`config.mk`:
```
export PLATFORM = sky130hd
export DESIGN_NAME = cache_ctrl
export DESIGN_NICKNAME = d
export VERILOG_FILES = /design/src/cache_pkg.sv /design/src/ctrl_pkg.sv /design/src/cache_ctrl.sv
export SDC_FILE = /design/constraint.sdc
export NUM_CORES = 1
export LEC_CHECK = 0
export BUFFER_PORTS_ARGS = -buffer_cell sky130_fd_sc_hd__buf_4
export CAP_MARGIN = 25
export CORE_AREA = 4 4 283 285
export CTS_BUF_LIST = sky130_fd_sc_hd__clkbuf_16
export DETAILED_ROUTE_END_ITERATION = 8
export DIE_AREA = 0 0 287 289
export GPL_ROUTABILITY_DRIVEN = 0
export GPL_TIMING_DRIVEN = 0
export SETUP_SLACK_MARGIN = 0.05
export SYNTH_ARGS = -nofsm -noshare
export SYNTH_HDL_FRONTEND = slang
export SYNTH_SLANG_ARGS = --single-unit
```
`constraint.sdc`:
```
create_clock -name clk -period 4.3 [get_ports clk]
set_input_delay 0.86 -clock clk [delete_from_list [all_inputs] [get_ports clk]]
set_output_delay 0.86 -clock clk [all_outputs]
set_load 0.02 [all_outputs]
```
`src/cache_pkg.sv`:
```
/* cache geometry shared by the ways, the controller and the testbench
   address is split as tag | index | offset, a line holds four words */
package cache_pkg;

    localparam int TAG_W          = 20;
    localparam int INDEX_W        = 8;
    localparam int OFFSET_W       = 4;
    localparam int WORD_W         = 32;
    localparam int NUM_SETS       = 256;
    localparam int WORDS_PER_LINE = 4;
    localparam int BANK_W         = 2;  // word select inside a line
    localparam int STRB_W         = 4;  // byte lanes per word

    typedef logic [TAG_W-1:0]   tag_t;
    typedef logic [INDEX_W-1:0] index_t;
    typedef logic [BANK_W-1:0]  bank_t;
    typedef logic [WORD_W-1:0]  word_t;
    typedef logic [STRB_W-1:0]  strb_t;

    // one cache line
    // banks are addressed one word at a time, the bus moves the whole block
    typedef union packed {
        word_t [WORDS_PER_LINE-1:0]        words;  // indexed by bank
        logic [WORDS_PER_LINE*WORD_W-1:0] block;  // flat writeback view
    } line_t;

endpackage

```
`src/ctrl_pkg.sv`:
```
/* request codes and controller states, shared with the testbench */
package ctrl_pkg;

    // cpu request op
    localparam logic OP_READ  = 1'b0;
    localparam logic OP_WRITE = 1'b1;

    typedef enum logic [2:0] {
        IDLE,      // waiting for a request
        LOOKUP,    // tag compare, read hit answers here
        WRITEHIT,  // commit of a write hit
        MISS,      // dirty victim writeback
        REPLACE,   // line read request to memory
        REFILL     // four returned words go into the victim way
    } state_t;

endpackage

```
`src/cache_ctrl.sv`:
```
`timescale 1ns/1ps
/* cache controller: request buffer, main FSM, LRU and victim choice
   drives both ways and the memory side read and writeback requests */
module cache_ctrl (
    input  logic                           clk,
    input  logic                           reset,
    // cpu side
    input  logic                           valid,
    input  logic                           op,
    input  cache_pkg::index_t              index,
    input  cache_pkg::tag_t                tag,
    input  logic [cache_pkg::OFFSET_W-1:0] offset,
    input  cache_pkg::strb_t               wstrb,
    input  cache_pkg::word_t               wdata,
    output logic                           addr_ok,
    output logic                           data_ok,
    output cache_pkg::word_t               rdata,
    // memory side
    input  logic                           rd_rdy,
    input  logic                           ret_valid,
    input  logic                           ret_last,
    input  cache_pkg::word_t               ret_data,
    input  logic                           wr_rdy,
    output logic                           rd_req,
    output logic [31:0]                    rd_addr,
    output logic                           wr_req,
    output logic [31:0]                    wr_addr,
    output cache_pkg::line_t               wr_data,
    // way status
    input  logic                           hit_w0,
    input  logic                           line_valid_w0,
    input  logic                           line_dirty_w0,
    input  cache_pkg::tag_t                stored_tag_w0,
    input  cache_pkg::line_t               line_w0,
    input  logic                           hit_w1,
    input  logic                           line_valid_w1,
    input  logic                           line_dirty_w1,
    input  cache_pkg::tag_t                stored_tag_w1,
    input  cache_pkg::line_t               line_w1,
    // way controls
    output logic                           rd_en_w0,
    output logic                           wr_en_w0,
    output logic                           tag_wr_w0,
    output logic                           set_dirty_w0,
    output logic                           clr_dirty_w0,
    output logic                           rd_en_w1,
    output logic                           wr_en_w1,
    output logic                           tag_wr_w1,
    output logic                           set_dirty_w1,
    output logic                           clr_dirty_w1,
    output cache_pkg::index_t              rd_index,
    output cache_pkg::tag_t                cmp_tag,
    output cache_pkg::index_t              wr_index,
    output cache_pkg::bank_t               wr_bank,
    output cache_pkg::strb_t               wr_strb,
    output cache_pkg::word_t               wr_word
);
    import cache_pkg::*;
    import ctrl_pkg::*;

    state_t              state;
    state_t              next_state;
    logic                req_op;      // request buffer
    index_t              req_index;
    tag_t                req_tag;
    bank_t               req_bank;
    strb_t               req_wstrb;
    word_t               req_wdata;
    bank_t               refill_cnt;  // bank of the next returned word
    logic                hit_way;
    logic                victim_way;
    logic [NUM_SETS-1:0] lru;         // 1 means way1 is the victim
    logic                accept;
    logic                hit_any;
    logic                victim_pick;
    logic                victim_dirty;
    logic                refill_beat;
    logic                refill_target;
    word_t               merged_word;

    assign accept        = (state == IDLE) && valid;
    assign hit_any       = hit_w0 | hit_w1;
    assign refill_beat   = (state == REFILL) && ret_valid;
    assign refill_target = refill_beat && (refill_cnt == req_bank);

    // invalid way first, otherwise the LRU way
    assign victim_pick  = !line_valid_w0 ? 1'b0 : !line_valid_w1 ? 1'b1 : lru[req_index];
    assign victim_dirty = victim_way ? (line_valid_w1 && line_dirty_w1)
                                     : (line_valid_w0 && line_dirty_w0);

    always_ff @(posedge clk) begin
        if (reset) state <= IDLE;
        else state <= next_state;
    end

    always_comb begin
        next_state = state;
        unique case (state)
            IDLE:     if (valid) next_state = LOOKUP;
            LOOKUP: begin
                if (!hit_any) next_state = MISS;
                else if (req_op == OP_WRITE) next_state = WRITEHIT;
                else next_state = IDLE;
            end
            WRITEHIT: next_state = IDLE;
            MISS:     if (!victim_dirty || wr_rdy) next_state = REPLACE;
            REPLACE:  if (rd_rdy) next_state = REFILL;
            REFILL:   if (ret_valid && ret_last) next_state = IDLE;
            default:  next_state = IDLE;
        endcase
    end

    always_ff @(posedge clk) begin
        if (accept) begin
            req_op    <= op;
            req_index <= index;
            req_tag   <= tag;
            req_bank  <= offset[OFFSET_W-1 -: BANK_W];
            req_wstrb <= wstrb;
            req_wdata <= wdata;
        end
    end

    always_ff @(posedge clk) begin
        if (reset) begin
            refill_cnt <= '0;
            hit_way    <= 1'b0;
            victim_way <= 1'b0;
        end else begin
            if (refill_beat) refill_cnt <= refill_cnt + bank_t'(1);  // wraps after 4
            if (state == LOOKUP) begin
                if (hit_any) hit_way <= hit_w1;
                else victim_way <= victim_pick;
            end
        end
    end

    always_ff @(posedge clk) begin
        if (reset) begin
            lru <= '0;
        end else if (state == LOOKUP && hit_any) begin
            lru[req_index] <= hit_w0;  // the other way becomes LRU
        end else if (refill_beat && ret_last) begin
            lru[req_index] <= ~victim_way;
        end
    end

    // write miss data over the returned word
    always_comb begin
        for (int i = 0; i < STRB_W; i++) begin
            merged_word[8*i +: 8] = req_wstrb[i] ? req_wdata[8*i +: 8] : ret_data[8*i +: 8];
        end
    end

    assign addr_ok = (state == IDLE);
    assign data_ok = (state == LOOKUP && hit_any && req_op == OP_READ)
                   || (state == WRITEHIT) || refill_target;
    assign rdata   = (state == REFILL) ? ret_data
                   : hit_w1 ? line_w1.words[req_bank] : line_w0.words[req_bank];

    assign rd_req  = (state == REPLACE);
    assign rd_addr = {req_tag, req_index, {OFFSET_W{1'b0}}};
    assign wr_req  = (state == MISS) && victim_dirty;
    assign wr_addr = {victim_way ? stored_tag_w1 : stored_tag_w0, req_index, {OFFSET_W{1'b0}}};
    assign wr_data.block = victim_way ? line_w1.block : line_w0.block;

    assign rd_en_w0 = accept;
    assign rd_en_w1 = accept;
    assign rd_index = index;
    assign cmp_tag  = req_tag;
    assign wr_index = req_index;
    assign wr_bank  = (state == REFILL) ? refill_cnt : req_bank;
    assign wr_strb  = (state == REFILL) ? {STRB_W{1'b1}} : req_wstrb;
    assign wr_word  = (state != REFILL) ? req_wdata
                    : (refill_cnt == req_bank && req_op == OP_WRITE) ? merged_word : ret_data;

    assign wr_en_w0  = (state == WRITEHIT && !hit_way) || (refill_beat && !victim_way);
    assign wr_en_w1  = (state == WRITEHIT && hit_way) || (refill_beat && victim_way);
    assign tag_wr_w0 = refill_target && !victim_way;  // tag goes in with the requested word
    assign tag_wr_w1 = refill_target && victim_way;

    assign set_dirty_w0 = (state == WRITEHIT && !hit_way) || (tag_wr_w0 && req_op == OP_WRITE);
    assign set_dirty_w1 = (state == WRITEHIT && hit_way) || (tag_wr_w1 && req_op == OP_WRITE);
    assign clr_dirty_w0 = tag_wr_w0 && req_op == OP_READ;
    assign clr_dirty_w1 = tag_wr_w1 && req_op == OP_READ;

endmodule

```
==> summary.md <==
| Metric | Value |
|---|---|
| Vias per cell | 5.911 |
| Post-synthesis cell type count | 60 |
| Fillers | 8,036 |
| Pre-CTS setup slack | -225.6 ps |
| Wire length per cell | 40.50 um |
| Core region area | 0.07734 sq mm |
| Type of origin of the critical path | flip-flop |
| Via count | 21,450 |
| Clock power share | 0.346 |
| Area delta synth->final | 41.77% |
| Post-DRT Antenna Nets | 0 |
| Synthesized flop and latch total | 330 |
| Max clock buf depth | 3 |
| Critical path type | flip-flop to output port |
| Switching share of total power | 0.3548 |
| Final core utilization | 0.3511 |
| Placed cell count | 3,535 |
| Vias in the first global route | 19,600 |
| Hold crit path type | primary input to flip-flop |
| TritonCTS Buffers | 40 |
| GRT Residual Overflow | 0 |
| Final Max Slew Viols | 0 |
| Initial DRT Pass Iterations | 7 |
| Clk_lat worst skew | 570 ps |
| DRC violations left | 0 |
| Worst setup EP type | output port |
| Synth async-reset ratio | 0 |
| CTS tree | done |
| Final hold vios | 0 |
| Worst Max-Slew Pin Slew | 1124 ps |
| Hpwl dp | 118.4 mm |
| Ys Warns | 0 |
| Worst path arrival time | 3360 ps |
| RSZ-0062 raised after global routing | true |
| Final worst slack | 78.15 ps |
| Final min period | 4222 ps |
| GRT busiest layer | met2 |
| Global-route wire length before repair | 186.5 mm |
| Syn avg cell area | 10.79 sq um |
| Met2 Resource Use GR | 0.4803 |
| Die area | 0.08294 sq mm |
| Worst slew margin | 0.2505 |
| Root Buffer | clkbuf_16 |
| Part of the cycle the worst path needs | 0.9818 |
| I/O Buffers | 709 |
| Row count | 102 |
| TNS Setup | 0 ps |
| CP max FO | 10 |
| Clk pin slew, worst setup/hold paths | 70 ps |
| DP Area | 0.02586 sq mm |
| GR met3 Demand/Resource | 0.2006 |
| DRT iter0 DRCs | 3,691 |
| Met1 usage | 0.3937 |
| Cell internal pwr | 0.006110 W |
| Die height | 289 um |
| Leak Pwr | 10.07 nW |
| Synth Instances | 1,775 |
| I/O Pins | 722 |
| Status | finished, final reports clean |
| Commonest cells after routing, fill and taps aside | buf_4, a21oi_1, dfxtp_1 |
| Tot GR Track Use | 0.3335 |
| Starting Density | 0.2477 |
| Ratio of cells with drive above 1 in the final layout | 0.4756 |
| Max VDD drop | 0.0002320 V |
| PD cells | 348.8 mW/mm^2 |
| H-tree Lvls | 2 |
| Combinational share of power | 0.303 |
| Die Wd | 287 um |
| Predominant post-synthesis flop cell | dfxtp_1 |
| Final worst clock skew | 19.05 ps |
| Switching power | 0.003360 W |
| Final Cell Area | 0.02715 sq mm |
| Final setup fails | 0 |
| Sequential area share after synthesis | 0.3799 |
| Mapped Area | 0.01915 sq mm |
| Largest net degree at the start of global routing | 44 |
| FMAX | 236.9 MHz |
| Max Cap Viol | 0 |
| Seq pwr share | 0.351 |
| Total clock sinks | 330 |
| Antenna violations before repair | 35 |
| Final std cells w/o fill | 3,628 |
| WL final | 146.9 mm |
| Number of synthesized flops with an enable pin | 67 |
| Worst Path Required | 3440 ps |
| Most common cell after layout, fill and taps aside | buf_4 |
| Layout Nets | 2,947 |
| Setup Buffers After CTS | 0 |
[synth_stat cells, types with 2 or more instances]
library cell,count,area [sq um]
nand2_1,59,221.5
xnor2_1,2,17.52
nor2_4,3,33.78
nor4_1,5,31.28
nor2b_1,15,93.84
mux2i_1,54,540.5
clkbuf_1,150,563.0
a31oi_1,3,18.77
a22oi_1,3,22.52
nor3b_1,3,22.52
and2b_1,2,15.01
nand2b_1,15,93.84
mux2_2,185,2083
and3_1,3,18.77
a311oi_1,256,2242
buf_6,6,67.56
xor2_1,2,17.52
buf_2,45,225.2
nor2_2,10,62.56
a2111oi_0,4,35.03
nor3_4,4,65.06
dfxtp_1,263,5265
nand3_1,19,95.09
and2_1,3,18.77
o31ai_1,2,15.01
edfxtp_1,67,2012
buf_4,64,480.5
buf_1,17,63.81
nor2_1,26,97.59
nand2_4,3,33.78
a21oi_1,268,1341
inv_1,2,7.510
o211ai_1,3,22.52
a211oi_1,6,45.04
o21ai_0,45,225.2
a21oi_2,4,35.03
mux4_2,117,2635
nor3_1,15,75.07
[cell families after synthesis]
group | after synthesis | share of synthesized area
compound gates | 607 | 0.2152
mux | 356 | 0.2746
flops | 330 | 0.3799
buf+inv | 285 | 0.07369
simple gates | 192 | 0.05455
xor+xnor | 4 | 0.001829
other cells | 1 | 0.0001958
[path summary, 6_finish.rpt]
path,slack (ps),cells past startpoint,to,startpoint
setup / recovery,80,5,wr_data[86],victim_way
hold / removal,460,1,cmp_tag[10],tag[10]
setup reg to reg,610,8,lru[203],wr_index[1]
hold reg to reg,510,2,lru[140],lru[140]
[layer usage]
layer / share of wire / up-vias
li1: - / 8595
met1: 0.36 / 10730
met2: 0.41 / 1746
met3: 0.17 / 364
met4: 0.063 / 12
met5: 0.0024 / -
[per-stage QoR]
step | power (W) | hold slack (ps)
after floorplan | 0.004611 | 479.9
after global placement | 0.006162 | 501.0
after detailed placement | 0.006165 | 509.7
after CTS | 0.009394 | 436.3
after global routing | 0.009648 | 440.4
final | 0.009471 | 461.1
[repair_timing]
action                     4_1_cts  5_1_grt
hold buffers                     0        0
setup endpoints to repair       82        7
gates resized for setup         13        3
[worst max-delay path: stages, from the launching register on]
cell and delay (ps):
dfxtp_1 530, clkbuf_2 340, clkbuf_2 350, clkbuf_1 850
mux2_2 510, buf_4 190
[sequential cells by signal, indices dropped and copies added (netlist names)]
name / count
lru: 256
req_wdata: 32
cmp_tag: 20
wr_index: 8
req_wstrb: 4
state: 3
refill_cnt: 2
req_bank: 2
hit_way: 1
req_op: 1
victim_way: 1
[power groups by stage]
stage               clock [W]  combinational, W  sequential (W)
floorplan                   0           0.00123         0.00338
global placement            0           0.00276         0.00340
detailed placement          0           0.00278         0.00339
CTS                   0.00328           0.00279         0.00332
global route          0.00340           0.00292         0.00333
finish                0.00327           0.00287         0.00332
[area by class of cell]
| type | instances | area, sq um | area share |
|---|---|---|---|
| diodes | 23 | 57.56 | 0.002120 |
| plain buffers | 281 | 1418 | 0.05221 |
| clock buffers | 42 | 1051 | 0.03871 |
| clock inverters | 28 | 147.6 | 0.005437 |
| inverters | 3 | 11.26 | 0.0004147 |
| multi-input cells | 1167 | 10500 | 0.3867 |
| flip-flops and latches | 330 | 7277 | 0.2680 |
| well taps | 1040 | 1301 | 0.04792 |
| repair buffers | 714 | 5389 | 0.1985 |
Note: power is estimated with default switching activity, not from simulation.
